**config.mk**
```make
export PLATFORM = sky130hd
export DESIGN_NAME = decoder_top
export DESIGN_NICKNAME = d
export VERILOG_FILES = /design/src/decode_pkg.sv /design/src/decode_if.sv /design/src/prefix_fsm.sv /design/src/field_decode.sv /design/src/imm_gen.sv /design/src/decode_stage.sv /design/src/decoder_top.sv
export SDC_FILE = /design/constraint.sdc
export NUM_CORES = 1
export LEC_CHECK = 0
export BUFFER_PORTS_ARGS = -buffer_cell sky130_fd_sc_hd__buf_2
export CORE_ASPECT_RATIO = 0.75
export CORE_MARGIN = 2
export CORE_UTILIZATION = 54
export CTS_CLUSTER_DIAMETER = 200
export DETAILED_ROUTE_END_ITERATION = 7
export GPL_ROUTABILITY_DRIVEN = 0
export PLACE_DENSITY = 0.84
export SLEW_MARGIN = 20
export SYNTH_ARGS = -nofsm -noshare
export SYNTH_HDL_FRONTEND = slang
export SYNTH_SLANG_ARGS = --single-unit
```
**constraint.sdc**
```tcl
create_clock -name clk -period 8.71 [get_ports clk]
set_clock_uncertainty 0.1 [all_clocks]
set_input_delay 0.4355 -clock clk [delete_from_list [all_inputs] [get_ports clk]]
set_output_delay 0.4355 -clock clk [all_outputs]
set_load 0.05 [all_outputs]
```
**src/decode_pkg.sv**
```systemverilog
// ==================================================
// Shared definitions for the decode stage
// Widths, instruction field positions, opcode,
// access size and prefix state encodings
// ==================================================

package decode_pkg;

	// ==================================================
	// Widths
	// ==================================================
	localparam int instr_w = 40;
	localparam int value_w = 64;
	localparam int reg_w   = 5;
	localparam int opc_w   = 7;
	localparam int imm_w   = 18;
	localparam int jmp_w   = 28;
	localparam int pfx_w   = 33;

	// Prefix payload joined with the low immediate bits
	localparam int wide_w  = pfx_w + imm_w;

	typedef logic [instr_w-1:0] instr_t;
	typedef logic [value_w-1:0] value_t;
	typedef logic [reg_w-1:0]   regno_t;

	// ==================================================
	// Field positions
	// ==================================================
	localparam int opc_lsb  = 0;
	localparam int opc_msb  = opc_lsb + opc_w - 1;

	localparam int rt_lsb   = 7;
	localparam int rt_msb   = rt_lsb + reg_w - 1;

	localparam int ra_lsb   = 12;
	localparam int ra_msb   = ra_lsb + reg_w - 1;

	localparam int rb_lsb   = 17;
	localparam int rb_msb   = rb_lsb + reg_w - 1;

	// Short immediate sits in the top bits of the word
	localparam int imm_lsb  = 22;
	localparam int imm_msb  = imm_lsb + imm_w - 1;

	// Jump field overlaps ra, rb and the immediate
	localparam int jfld_lsb = 12;
	localparam int jfld_msb = jfld_lsb + jmp_w - 1;

	// Everything above the opcode in a prefix word
	localparam int pfx_lsb  = 7;
	localparam int pfx_msb  = pfx_lsb + pfx_w - 1;

	// ==================================================
	// Encodings
	// ==================================================
	// Unlisted encodings decode like NOP
	typedef enum logic [opc_w-1:0] {
		ADD  = 7'h02,
		ADDI = 7'h04,
		ANDI = 7'h08,
		ORI  = 7'h09,
		NOP  = 7'h0c,
		JMP  = 7'h20,
		JEQ  = 7'h26,
		LDB  = 7'h40,
		LDBU = 7'h41,
		LDW  = 7'h42,
		LDWU = 7'h43,
		LDO  = 7'h46,
		STB  = 7'h50,
		STW  = 7'h51,
		STO  = 7'h54,
		EXI  = 7'h7c
	} opcode_e;

	typedef enum logic [1:0] {
		byt  = 2'd0,
		wyde = 2'd1,
		octa = 2'd2
	} memsz_e;

	typedef enum logic {
		idle = 1'b0,
		held = 1'b1
	} pfx_state_e;

endpackage

```
**src/decode_if.sv**
```systemverilog
// ==================================================
// Decoded instruction bundle
// Shared by the decoders, prefix FSM and stage register
// ==================================================

`timescale 1ns/10ps

interface decode_if
	import decode_pkg::*;
();
	regno_t ra;
	regno_t rb;
	regno_t rc;
	regno_t rt;
	logic   rfwr;
	value_t imm;
	value_t jmptgt;
	logic   ld;
	logic   ldz;
	logic   st;
	memsz_e memsz;
	logic   jmp;
	logic   jxx;
	logic   is_prefix;

	modport fields (output ra, rb, rc, rt, rfwr, ld, ldz, st, memsz, jmp, jxx, is_prefix);
	modport immgen (output imm, jmptgt);
	modport fsm    (input is_prefix);
	modport stage  (input ra, rb, rc, rt, rfwr, imm, jmptgt, ld, ldz, st, memsz, jmp, jxx,
		is_prefix);
endinterface

```
**src/prefix_fsm.sv**
```systemverilog
// ==================================================
// Extension prefix tracker
// Holds an EXI payload until the next word uses it
// ==================================================

`timescale 1ns/10ps

module prefix_fsm
	import decode_pkg::*;
(
	input  logic             clk,
	input  logic             arst_n,
	input  instr_t           inst,
	input  logic             accept,
	decode_if.fsm            dec,
	output logic             pfx_valid,
	output logic [pfx_w-1:0] pfx_bits
);

	pfx_state_e state;
	pfx_state_e state_nx;

	always_comb
	begin
		state_nx = state;
		case (state)
			idle:
				if (accept && dec.is_prefix)
					state_nx = held;
			// Any accepted non-prefix word consumes the prefix
			held:
				if (accept && !dec.is_prefix)
					state_nx = idle;
			default:
				state_nx = idle;
		endcase
	end

	always_ff @(posedge clk or negedge arst_n)
	begin
		if (!arst_n)
			state <= idle;
		else
			state <= state_nx;
	end

	// A second prefix in a row overwrites the first
	always_ff @(posedge clk)
	begin
		if (accept && dec.is_prefix)
			pfx_bits <= inst[pfx_msb:pfx_lsb];
	end

	assign pfx_valid = (state == held);

endmodule

```
**src/field_decode.sv**
```systemverilog
// ==================================================
// Register specifier and class decode
// Write enable, memory class and branch class
// ==================================================

`timescale 1ns/10ps

module field_decode
	import decode_pkg::*;
(
	input  instr_t    inst,
	decode_if.fields  dec
);

	opcode_e opc;
	regno_t  fld_rt;

	assign opc    = opcode_e'(inst[opc_msb:opc_lsb]);
	assign fld_rt = inst[rt_msb:rt_lsb];

	// ==================================================
	// Register specifiers
	// ==================================================
	always_comb
	begin
		dec.ra = inst[ra_msb:ra_lsb];
		dec.rb = inst[rb_msb:rb_lsb];

		// Stores carry their data register in the rt slot
		case (opc)
			STB, STW, STO:
				dec.rc = fld_rt;
			default:
				dec.rc = '0;
		endcase

		case (opc)
			ADD, ADDI, ANDI, ORI,
			LDB, LDBU, LDW, LDWU, LDO:
				dec.rt = fld_rt;
			// Stores, branches, NOP and prefixes target nothing
			default:
				dec.rt = '0;
		endcase
	end

	// Register file write
	always_comb
	begin
		case (opc)
			ADD, ADDI, ANDI, ORI:
				dec.rfwr = 1'b1;
			LDB, LDBU, LDW, LDWU, LDO:
				dec.rfwr = 1'b1;
			default:
				dec.rfwr = 1'b0;
		endcase
	end

	// ==================================================
	// Memory class
	// ==================================================
	always_comb
	begin
		dec.ld  = 1'b0;
		dec.ldz = 1'b0;
		dec.st  = 1'b0;
		case (opc)
			LDB, LDW, LDO:
				dec.ld = 1'b1;
			LDBU, LDWU:
			begin
				dec.ld  = 1'b1;
				dec.ldz = 1'b1;
			end
			STB, STW, STO:
				dec.st = 1'b1;
			default:
				dec.ld = 1'b0;
		endcase

		case (opc)
			LDB, LDBU, STB:
				dec.memsz = byt;
			LDW, LDWU, STW:
				dec.memsz = wyde;
			default:
				dec.memsz = octa;
		endcase
	end

	// Branch class and prefix detect
	always_comb
	begin
		dec.jmp       = (opc == JMP);
		dec.jxx       = (opc == JEQ);
		dec.is_prefix = (opc == EXI);
	end

endmodule

```
**src/imm_gen.sv**
```systemverilog
// ==================================================
// Immediate and jump target generation
// Includes widening by a held EXI prefix
// ==================================================

`timescale 1ns/10ps

module imm_gen
	import decode_pkg::*;
(
	input  instr_t           inst,
	input  logic             pfx_valid,
	input  logic [pfx_w-1:0] pfx_bits,
	decode_if.immgen         dec
);

	opcode_e           opc;
	logic [imm_w-1:0]  imm_fld;
	logic [jmp_w-1:0]  jmp_fld;
	logic [wide_w-1:0] wide;
	logic              uses_imm;
	value_t            base_imm;

	assign opc     = opcode_e'(inst[opc_msb:opc_lsb]);
	assign imm_fld = inst[imm_msb:imm_lsb];
	assign jmp_fld = inst[jfld_msb:jfld_lsb];
	assign wide    = {pfx_bits, imm_fld};

	// ==================================================
	// Immediate
	// ==================================================
	always_comb
	begin
		uses_imm = 1'b1;
		case (opc)
			ADDI,
			LDB, LDBU, LDW, LDWU, LDO,
			STB, STW, STO:
				base_imm = {{(value_w-imm_w){imm_fld[imm_w-1]}}, imm_fld};
			// Mask style constant keeps upper bits for AND
			ANDI:
				base_imm = {{(value_w-imm_w){1'b1}}, imm_fld};
			ORI:
				base_imm = {{(value_w-imm_w){1'b0}}, imm_fld};
			default:
			begin
				base_imm = '0;
				uses_imm = 1'b0;
			end
		endcase

		// Prefix replaces the extension above the low field bits
		if (pfx_valid && uses_imm)
			dec.imm = {{(value_w-wide_w){wide[wide_w-1]}}, wide};
		else
			dec.imm = base_imm;
	end

	// Jump target, halfword aligned
	always_comb
	begin
		case (opc)
			JMP:
				dec.jmptgt = {{(value_w-jmp_w-1){jmp_fld[jmp_w-1]}}, jmp_fld, 1'b0};
			JEQ:
				dec.jmptgt = {{(value_w-imm_w-1){imm_fld[imm_w-1]}}, imm_fld, 1'b0};
			default:
				dec.jmptgt = '0;
		endcase
	end

endmodule

```
**src/decode_stage.sv**
```systemverilog
// ==================================================
// Decode output register
// Valid/ready handshake on both sides
// ==================================================

`timescale 1ns/10ps

module decode_stage
	import decode_pkg::*;
(
	input  logic   clk,
	input  logic   arst_n,
	input  logic   inst_valid,
	input  logic   dec_ready,
	decode_if.stage dec,
	output logic   inst_ready,
	output logic   accept,
	output logic   dec_valid,
	output regno_t ra,
	output regno_t rb,
	output regno_t rc,
	output regno_t rt,
	output logic   rfwr,
	output value_t imm,
	output value_t jmptgt,
	output logic   ld,
	output logic   ldz,
	output logic   st,
	output memsz_e memsz,
	output logic   jmp,
	output logic   jxx
);

	logic load;

	// Room when empty or the current item leaves this cycle
	assign inst_ready = !dec_valid || dec_ready;
	assign accept     = inst_valid && inst_ready;
	assign load       = accept && !dec.is_prefix;

	always_ff @(posedge clk or negedge arst_n)
	begin
		if (!arst_n)
			dec_valid <= 1'b0;
		else if (load)
			dec_valid <= 1'b1;
		else if (dec_ready)
			dec_valid <= 1'b0;
	end

	always_ff @(posedge clk)
	begin
		if (load)
		begin
			ra     <= dec.ra;
			rb     <= dec.rb;
			rc     <= dec.rc;
			rt     <= dec.rt;
			rfwr   <= dec.rfwr;
			imm    <= dec.imm;
			jmptgt <= dec.jmptgt;
			ld     <= dec.ld;
			ldz    <= dec.ldz;
			st     <= dec.st;
			memsz  <= dec.memsz;
			jmp    <= dec.jmp;
			jxx    <= dec.jxx;
		end
	end

endmodule

```
**src/decoder_top.sv**
```systemverilog
// ==================================================
// Pipelined instruction decode stage, top level
// ==================================================

`timescale 1ns/10ps

module decoder_top
	import decode_pkg::*;
(
	input  logic   clk,
	input  logic   arst_n,
	input  instr_t inst,
	input  logic   inst_valid,
	output logic   inst_ready,
	output logic   dec_valid,
	input  logic   dec_ready,
	output regno_t ra,
	output regno_t rb,
	output regno_t rc,
	output regno_t rt,
	output logic   rfwr,
	output value_t imm,
	output value_t jmptgt,
	output logic   ld,
	output logic   ldz,
	output logic   st,
	output memsz_e memsz,
	output logic   jmp,
	output logic   jxx
);

	logic             accept;
	logic             pfx_valid;
	logic [pfx_w-1:0] pfx_bits;

	decode_if dec_bus ();

	field_decode field_decode_inst (
		.inst (inst),
		.dec  (dec_bus.fields)
	);

	imm_gen imm_gen_inst (
		.inst      (inst),
		.pfx_valid (pfx_valid),
		.pfx_bits  (pfx_bits),
		.dec       (dec_bus.immgen)
	);

	prefix_fsm prefix_fsm_inst (
		.clk       (clk),
		.arst_n    (arst_n),
		.inst      (inst),
		.accept    (accept),
		.dec       (dec_bus.fsm),
		.pfx_valid (pfx_valid),
		.pfx_bits  (pfx_bits)
	);

	decode_stage decode_stage_inst (
		.clk        (clk),
		.arst_n     (arst_n),
		.inst_valid (inst_valid),
		.dec_ready  (dec_ready),
		.dec        (dec_bus.stage),
		.inst_ready (inst_ready),
		.accept     (accept),
		.dec_valid  (dec_valid),
		.ra         (ra),
		.rb         (rb),
		.rc         (rc),
		.rt         (rt),
		.rfwr       (rfwr),
		.imm        (imm),
		.jmptgt     (jmptgt),
		.ld         (ld),
		.ldz        (ldz),
		.st         (st),
		.memsz      (memsz),
		.jmp        (jmp),
		.jxx        (jxx)
	);

endmodule

```
==> results of run 1 <==
-- metrics by stage --
step                        util  cells  setup WS [ns]
after global placement    0.6229    660          5.822
after global routing      0.6766    693          5.883
after floorplan                -    383          2.091
final                     0.6766    693          6.060
after CTS                 0.6766    693          6.031
after detailed placement  0.6229    660          5.727
-- timing repair --
action,4_1_cts,5_1_grt
hold buffers,1,0
buffers inserted,0,0
endpoints found under the hold margin,2,0
resized for setup,0,0
-- power by group --
group	total, uW	internal, uW	switching [uW]
combinational	214	39.7	174
clock	707	444	263
sequential	788	779	8.52
-- kinds of logic after synthesis --
kind of cell | synth area share
flip-flops | 0.7031
buffers and inverters | 0.1059
AO/OA/AOI/OAI | 0.1239
AND/OR/NAND/NOR | 0.06659
other | 0.0006198
-- registers in the layout, summed over array words and instances (netlist names), 2 cells and up, named ones only --
register                  count
decode_stage_inst.imm        51
decode_stage_inst.memsz       2
decode_stage_inst.rb          5
prefix_fsm_inst.pfx_bits     33
decode_stage_inst.rc          5
decode_stage_inst.rt          5
decode_stage_inst.ra          5
decode_stage_inst.jmptgt     28
-- Yosys cell counts, types with 2 or more instances --
| library cell | number | area share |
|---|---|---|
| edfxtp_1 | 140 | 0.69 |
| buf_4 | 49 | 0.061 |
| inv_1 | 37 | 0.023 |
| o211ai_2 | 32 | 0.066 |
| and2_1 | 30 | 0.031 |
| a22o_1 | 17 | 0.025 |
| a21o_1 | 11 | 0.014 |
| buf_2 | 11 | 0.0091 |
| buf_6 | 6 | 0.011 |
| nor3_1 | 5 | 0.0041 |
| clkbuf_1 | 3 | 0.0019 |
| nand2_1 | 3 | 0.0019 |
| nand2b_1 | 3 | 0.0031 |
| nor2_1 | 3 | 0.0019 |
| o211ai_1 | 3 | 0.0037 |
| or3_1 | 3 | 0.0031 |
| dfrtp_1 | 2 | 0.0083 |
-- cell type report --
type / instances / area [sq um] / share of cell area
flip-flops and latches: 142 / 4254 / 0.5746
multi-input cells: 135 / 1201 / 0.1622
repair buffers: 207 / 1056 / 0.1426
clock buffers: 18 / 429.2 / 0.05797
well taps: 140 / 175.2 / 0.02366
clock inverters: 14 / 148.9 / 0.02011
inverters: 37 / 138.9 / 0.01876
-- critical path: stages, from the launching register on --
cell and delay [ns]:
dfrtp_1 0.38, nand2b_1 0.11, nand2_1 0.15, nor2b_4 0.27, buf_4 0.54, buf_4 0.69
-- worst min-delay path by stage --
stage                         from                                      end  slack [ns]  cells after the start
after CTS                 inst[11]    prefix_fsm_inst.pfx_bits[4]$_DFFE_PP_        0.11                      1
final                     inst[11]    prefix_fsm_inst.pfx_bits[4]$_DFFE_PP_        0.13                      1
after global placement      arst_n  decode_stage_inst.dec_valid$_DFFE_PN0P_        0.12                      1
after floorplan             arst_n               asynchronous set/reset pin        0.04                      0
after detailed placement    arst_n  decode_stage_inst.dec_valid$_DFFE_PN0P_        0.13                      1
after global routing       inst[8]    prefix_fsm_inst.pfx_bits[1]$_DFFE_PP_        0.12                      1
-- layer usage --
layer,wire (um),share of wire
met5,0,0
met4,126,0.0097
met3,931,0.072
met2,6492,0.50
met1,5404,0.42
==> results.ini, run 1 <==
[finish]
layout-area-overhead-vs-synth_pct = 22.35
final_area_sq_mm = 0.007403
final_layout_size_suffix_gt1_frac = 0.4991
final_cell_mix = buf_2 (200), edfxtp_1 (140), inv_1 (37), and2_1 (30), o211ai_2 (30)
filler_instances = 730
diodes = 0
design.final.nets = 584
mostFrequentLayoutCell = buf_2

[placement]
place_area_sq_mm = 0.006815
quantity_of_i_o_buffers_inserted_on_ports = 200
hpwl_um = 8513

[timing]
finalCritPeriodShare = 0.3043
finalHoldWorstSlack_ns = 0.1280
timing.final.crit_period_ns = 2.650
max_freq_ghz = 0.3773
final-hold-violation-count = 0
setup_repair_after_global_routing_missed_its_margin = no
max_slew.worst_pin.slew_ns = 1.026
report.final.setup_viol = 0
fin_setup_tns_ns = 0
relSlewSlack = 0.3141
final-max-slew-violation-count = 0

[grt]
grt_antenna_before_repair = 0
global_route.peak_usage_layer = met2
grt_pass1_vias = 3501
pin_count_of_the_biggest_net_entering_global_routing = 58
grt_use_total = 0.2176
global_route.usage.met2 = 0.3548
grt_pass1_wl_um = 19350
groute.layer.met3.usage = 0.07520
grt_remaining_overflow = 0
groute.layer.met1.usage = 0.2790

[yosys]
syn_area_per_cell_sq_um = 15.80
synth_enable_flop_cells = 140
proportion_of_synthesized_flip_flops_having_asynchronous_set_or_reset = 0.01408
syn-instance-count = 383
synthesis.area_sq_mm = 0.006051
ys_seq_elements = 142
yosysUniqueCellTypes = 42
postSynthNetCount = 427
yosysSeqAreaShare = 0.7031
synth_warnings = 0
synth_top_flop_cell = edfxtp_1

[pwr]
max-vdd-ir-drop_mv = 0.1708
design_power_total_uw = 1709
power_leakage_uw = 0.003374
power.density_cell_area_mw_per_mm2 = 230.8

[detailed_routing]
drt.antenna.violating_nets = 0
viasPerCell = 5.304
drt_wl_total_um = 12960
routed-via-count = 3676
post_drt_wl_per_cell_um = 18.69
drt_drc_violations_left = 0
detail_route.iter0.violations = 238
first_pass_iteration_count_of_the_detailed_router = 4

[clock_network]
htree_num_levels = 4
clockRootBuffer = clkbuf_16
cts_made_buffers = 17
clk-insertion-delay-late_ns = 0.41
cts_tree = built
number_of_clock_sinks_seen_by_cts = 142
max-clock-path-buffers = 2
cts.reportedPaths.clkPinSlew_ns = 0.06

[worst_setup_path]
rr_startpoint = decode_stage_inst.dec_valid$_DFFE_PN0P_
reg2regPathDepth = 5
critical_path.reg2reg.endpoint = decode_stage_inst.ra[2]$_DFFE_PP_
critPathKind = flop to flop
crit_path_start = decode_stage_inst.dec_valid$_DFFE_PN0P_
critPathArrivalTime_ns = 2.59
cp_endpoint = decode_stage_inst.ra[2]$_DFFE_PP_
setup.worst_path.end_class = flop
worstSetupStartpointType = flop
path_max_fanout = 57
worst-endpoint-required_ns = 8.65
setup.reg_to_reg.worst_slack_ns = 6.06

[status]
run_status = finished, final reports clean

[floorplan]
dieWidth_um = 126.2
io-pin-count = 202
placementRows = 33
starting_utilization_of_the_core_area = 0.5530
die_y_um = 95.68
fp.dieArea_sq_mm = 0.01208
core_area_sq_mm = 0.01094

[hold_path]
worst_hold_path_type = input port to flop

[job]
number_of_maximum_capacitance_violations = 0

(Power assumes the default switching activity.)
==> run 2: changes to the inputs <==
ABC_AREA = 1   (was unset)
CORE_UTILIZATION = 45   (was 54)
PLACE_DENSITY = 0.75   (was 0.84)
clock period = 2.3 ns   (was 8.71 ns; I/O delays follow)
==> run 2 against run 1 <==
  * Non-clock buffer count increased by 38
  * Hold slack worse by 0.038 ns
  * Global-route usage decreased by 1.3 points
  * Flip-flop and latch count stayed put
  * Synthesized area shrank 5.0%
  * Sequential power grew to 3.8 times the previous value
  * Worst setup slack got worse by 5.6 ns
  * Critical path depth down 4
  * Sequential share of layout area shrank 1.5 points
  * Combinational power grew to 5.0 times the previous value
  * Largest power group unchanged
==> results.ini, run 2 <==
[yosys]
proportion_of_synthesized_flip_flops_having_asynchronous_set_or_reset = 0.01408  ; unchanged
synthMuxAreaShare = 0  ; unchanged
synth_top_flop_cell = edfxtp_1
most_area_consuming_cells_after_synthesis = edfxtp_1 (73%), buf_4 (6.5%), nand2_1 (4.1%)
combinational_family_with_the_most_area_after_synthesis = simple AND/OR/NAND/NOR gates
synth_warnings = 0  ; unchanged
synth_adder_area_share = 0  ; unchanged
synth_top_cells_by_count = edfxtp_1 (140), nand2_1 (62), buf_4 (50)
yosysUniqueCellTypes = 25  ; -40%
synth_enable_flop_cells = 140  ; unchanged
synthXorXnorAreaFrac = 0  ; unchanged
synth_area_in_compound_gates = 0.03201  ; -0.09185
ys_seq_elements = 142  ; unchanged
syn_area_per_cell_sq_um = 13.03  ; -18%
postSynthNetCount = 485  ; +14%
syn-instance-count = 441  ; +15%
yosysTopAreaCell = edfxtp_1
yosysTopAreaCellShare = 0.7317  ; +0.03692
yosys.area_share.simple = 0.1215  ; +0.05493
yosysSeqAreaShare = 0.7404  ; +0.03736
yosysMostFrequentCell = edfxtp_1
synthesis.area_sq_mm = 0.005746  ; -5.0%

[pwr]
pwr-share-clk = 0.410  ; -0.004
power.combinational.fraction = 0.153  ; +0.028
max-vdd-ir-drop_mv = 0.4758  ; +180%
power_leakage_uw = 0.003460  ; +2.5%
switching_share_of_power = 0.2881  ; +0.02737
power_frac_seq = 0.438  ; -0.023
p_int_uw = 4921  ; +290%
power.density_cell_area_mw_per_mm2 = 908.5  ; +290%
total_switching_power_uw = 1992  ; +350%

[timing]
final-hold-violation-count = 0  ; unchanged
fin_setup_tns_ns = 0  ; unchanged
max_freq_ghz = 0.5303
timing.final.crit_period_ns = 1.886
max_slew.worst_pin.slew_ns = 0.7948  ; -0.2317 ns
relSlewSlack = 0.4702  ; +0.1561
finalCritPeriodShare = 0.8198
setup_repair_after_global_routing_missed_its_margin = no
report.final.setup_viol = 0  ; unchanged
final-max-slew-violation-count = 0  ; unchanged

[finish]
largest_register_ffs = 51  ; unchanged
filler_instances = 964  ; +32%
design.final.nets = 686  ; +17%
mostFrequentLayoutCell = buf_2
layout-area-overhead-vs-synth_pct = 32.45
max_flop_register = decode_stage_inst.imm
final_cell_mix = buf_2 (200), edfxtp_1 (140), nand2_1 (60), nor2_1 (46), nand3_1 (38)
final_layout_size_suffix_gt1_frac = 0.3976  ; -0.1015
reg.largest.list = decode_stage_inst.imm (51), prefix_fsm_inst.pfx_bits (33), decode_stage_inst.jmptgt (28)
fin_cells = 820  ; +18%
diodes = 0  ; unchanged

[worst_setup_path]
path_max_fanout = 36  ; -37%
cpMaxStageDelayCell = edfxtp_1
path_cells = buf_2
critical_path.max_stage_delay_ns = 0.85  ; +0.16 ns
worstSetupStartpointType = flop
reg2regPathDepth = 4  ; -1
worstPathBufferInverterCount = 1  ; -1
cpLargestDelayFamily = flip-flops
crit_cells = 1  ; -4
critPathArrivalTime_ns = 1.67  ; -0.92 ns
setup.worst_path.end_class = output pin
critPathKind = flop to output pin
worst-endpoint-required_ns = 2.09  ; -6.56 ns

[detailed_routing]
viasPerCell = 4.822  ; -9.1%
drt_wl_total_um = 13870  ; +7.1%
first_pass_iteration_count_of_the_detailed_router = 5  ; +1
detail_route.iter0.violations = 343  ; +44%
drt.antenna.violating_nets = 0  ; unchanged
routed-via-count = 3954  ; +7.6%
drt_drc_violations_left = 0  ; unchanged
post_drt_wl_per_cell_um = 16.91  ; -9.5%

[grt]
pin_count_of_the_biggest_net_entering_global_routing = 65  ; +12%
grt_pass1_wl_um = 20350  ; +5.2%
grt_remaining_overflow = 0  ; unchanged
grt_pass1_vias = 3747  ; +7.0%
grt_antenna_before_repair = 0  ; unchanged
grt_use_total = 0.2046  ; -0.01304

[clock_network]
htree_num_levels = 4  ; unchanged
cts_post_setup_buffers_inserted = 0  ; unchanged
cts_made_buffers = 17  ; unchanged
clockRootBuffer = clkbuf_16
cts_tree = built
cts.reportedPaths.clkPinSlew_ns = 0.06  ; about the same
post_cts_resize_count = 0  ; unchanged
clk-insertion-delay-late_ns = 0.41  ; about the same
number_of_clock_sinks_seen_by_cts = 142  ; unchanged
max-clock-path-buffers = 2  ; unchanged

[hold_path]
worst_hold_path_type = input port to flop
min_path_cells = 3  ; +2

[floorplan]
starting_utilization_of_the_core_area = 0.4652  ; -0.08775
core_area_sq_mm = 0.01235  ; +13%
fp.dieArea_sq_mm = 0.01370  ; +13%
io-pin-count = 202  ; unchanged
dieWidth_um = 134.5  ; +6.5%
placementRows = 35  ; +6.1%
die_y_um = 101.9  ; +6.5%

[status]
run_status = finished, final reports clean

[placement]
post-place-cells = 752  ; +14%
hpwl_um = 9325  ; +9.5%
quantity_of_i_o_buffers_inserted_on_ports = 200  ; unchanged

[job]
number_of_maximum_capacitance_violations = 0  ; unchanged

[run 2: changes by cell type after synthesis, moves of 7 or more]
cell | before | now
buf_2 | 11 | 4
o21ai_0 | 0 | 21
o211ai_2 | 32 | 0
a22o_1 | 17 | 0
o22ai_1 | 0 | 7
and2_1 | 30 | 0
a21o_1 | 11 | 0
nand3_1 | 1 | 38
nand2_1 | 3 | 62
nor2_1 | 3 | 47
[run 2: area by class of cell]
type	instances	area, sq um	area share
Clock buffer	17	425.4	0.05590
Clock inverter	14	182.7	0.02401
Inverter	41	153.9	0.02022
Multi-Input combinational cell	195	928.4	0.1220
Sequential cell	142	4255	0.5592
Tap cell	166	207.7	0.02729
Timing Repair Buffer	245	1456	0.1914
[run 2: power groups by stage]
stage | combinational, uW | sequential, uW | clock, uW
global placement | 999 | 3080 | 0
floorplan | 396 | 3490 | 0
detailed placement | 1010 | 3080 | 0
CTS | 1060 | 3030 | 2850
finish | 1060 | 3030 | 2830
global route | 1110 | 3040 | 2980
[run 2: per-stage QoR]
stage,power (uW),area [sq um],setup WS (ns),hold slack (ns),util
finish,6913,7610,0.4144,0.08992,0.6162
CTS,6937,7610,0.4029,0.07023,0.6162
detailed placement,4088,6631,0.2987,-0.1891,0.5370
floorplan,3882,5783,-0.5712,-0.2806,-
global route,7120,7610,0.2516,0.09161,0.6162
global placement,4074,6631,0.3794,-0.1940,0.5370
[run 2: worst paths after layout]
check                                                        start                                      end  slack [ns]
setup reg to reg           decode_stage_inst.dec_valid$_DFFE_PN0P_        decode_stage_inst.rb[1]$_DFFE_PP_        0.45
hold reg to reg              prefix_fsm_inst.pfx_bits[2]$_DFFE_PP_      decode_stage_inst.imm[20]$_DFFE_PP_        0.45
setup / recovery            decode_stage_inst.jmptgt[62]$_DFFE_PP_                               jmptgt[48]        0.41
max in group asynchronous                                   arst_n  decode_stage_inst.dec_valid$_DFFE_PN0P_        1.47
min in group asynchronous                                   arst_n  decode_stage_inst.dec_valid$_DFFE_PN0P_        0.47
hold / removal                                             inst[2]     decode_stage_inst.memsz[1]$_DFFE_PP_        0.09
[run 2: timing repair]
item / 4_1_cts / 5_1_grt
endpoints found under the setup margin: 0 / 0
endpoints found under the hold margin: 78 / 0
hold buffers: 37 / 0
[run 2: logic make-up (layout without fill, tap and decap cells)]
family | count (synthesis) | count (layout)
flip-flops | 142 | 142
AO/OA/AOI/OAI | 33 | 33
buffers and inverters | 104 | 317
other | 1 | 1
AND/OR/NAND/NOR | 161 | 161
[run 2: layer usage]
metal | share of wire | vias to the layer above | global-route usage
li1 | - | 1869 | -
met1 | 0.43 | 1861 | 0.2807
met2 | 0.47 | 194 | 0.3100
met3 | 0.084 | 30 | 0.05952
met4 | 0.019 | 0 | 0.08583
met5 | 0 | - | 0
[run 2: tightest hold or removal path: stages]
cell	delay [ns]
buf_2	0.13
nor4_1	0.08
nor3_1	0.15
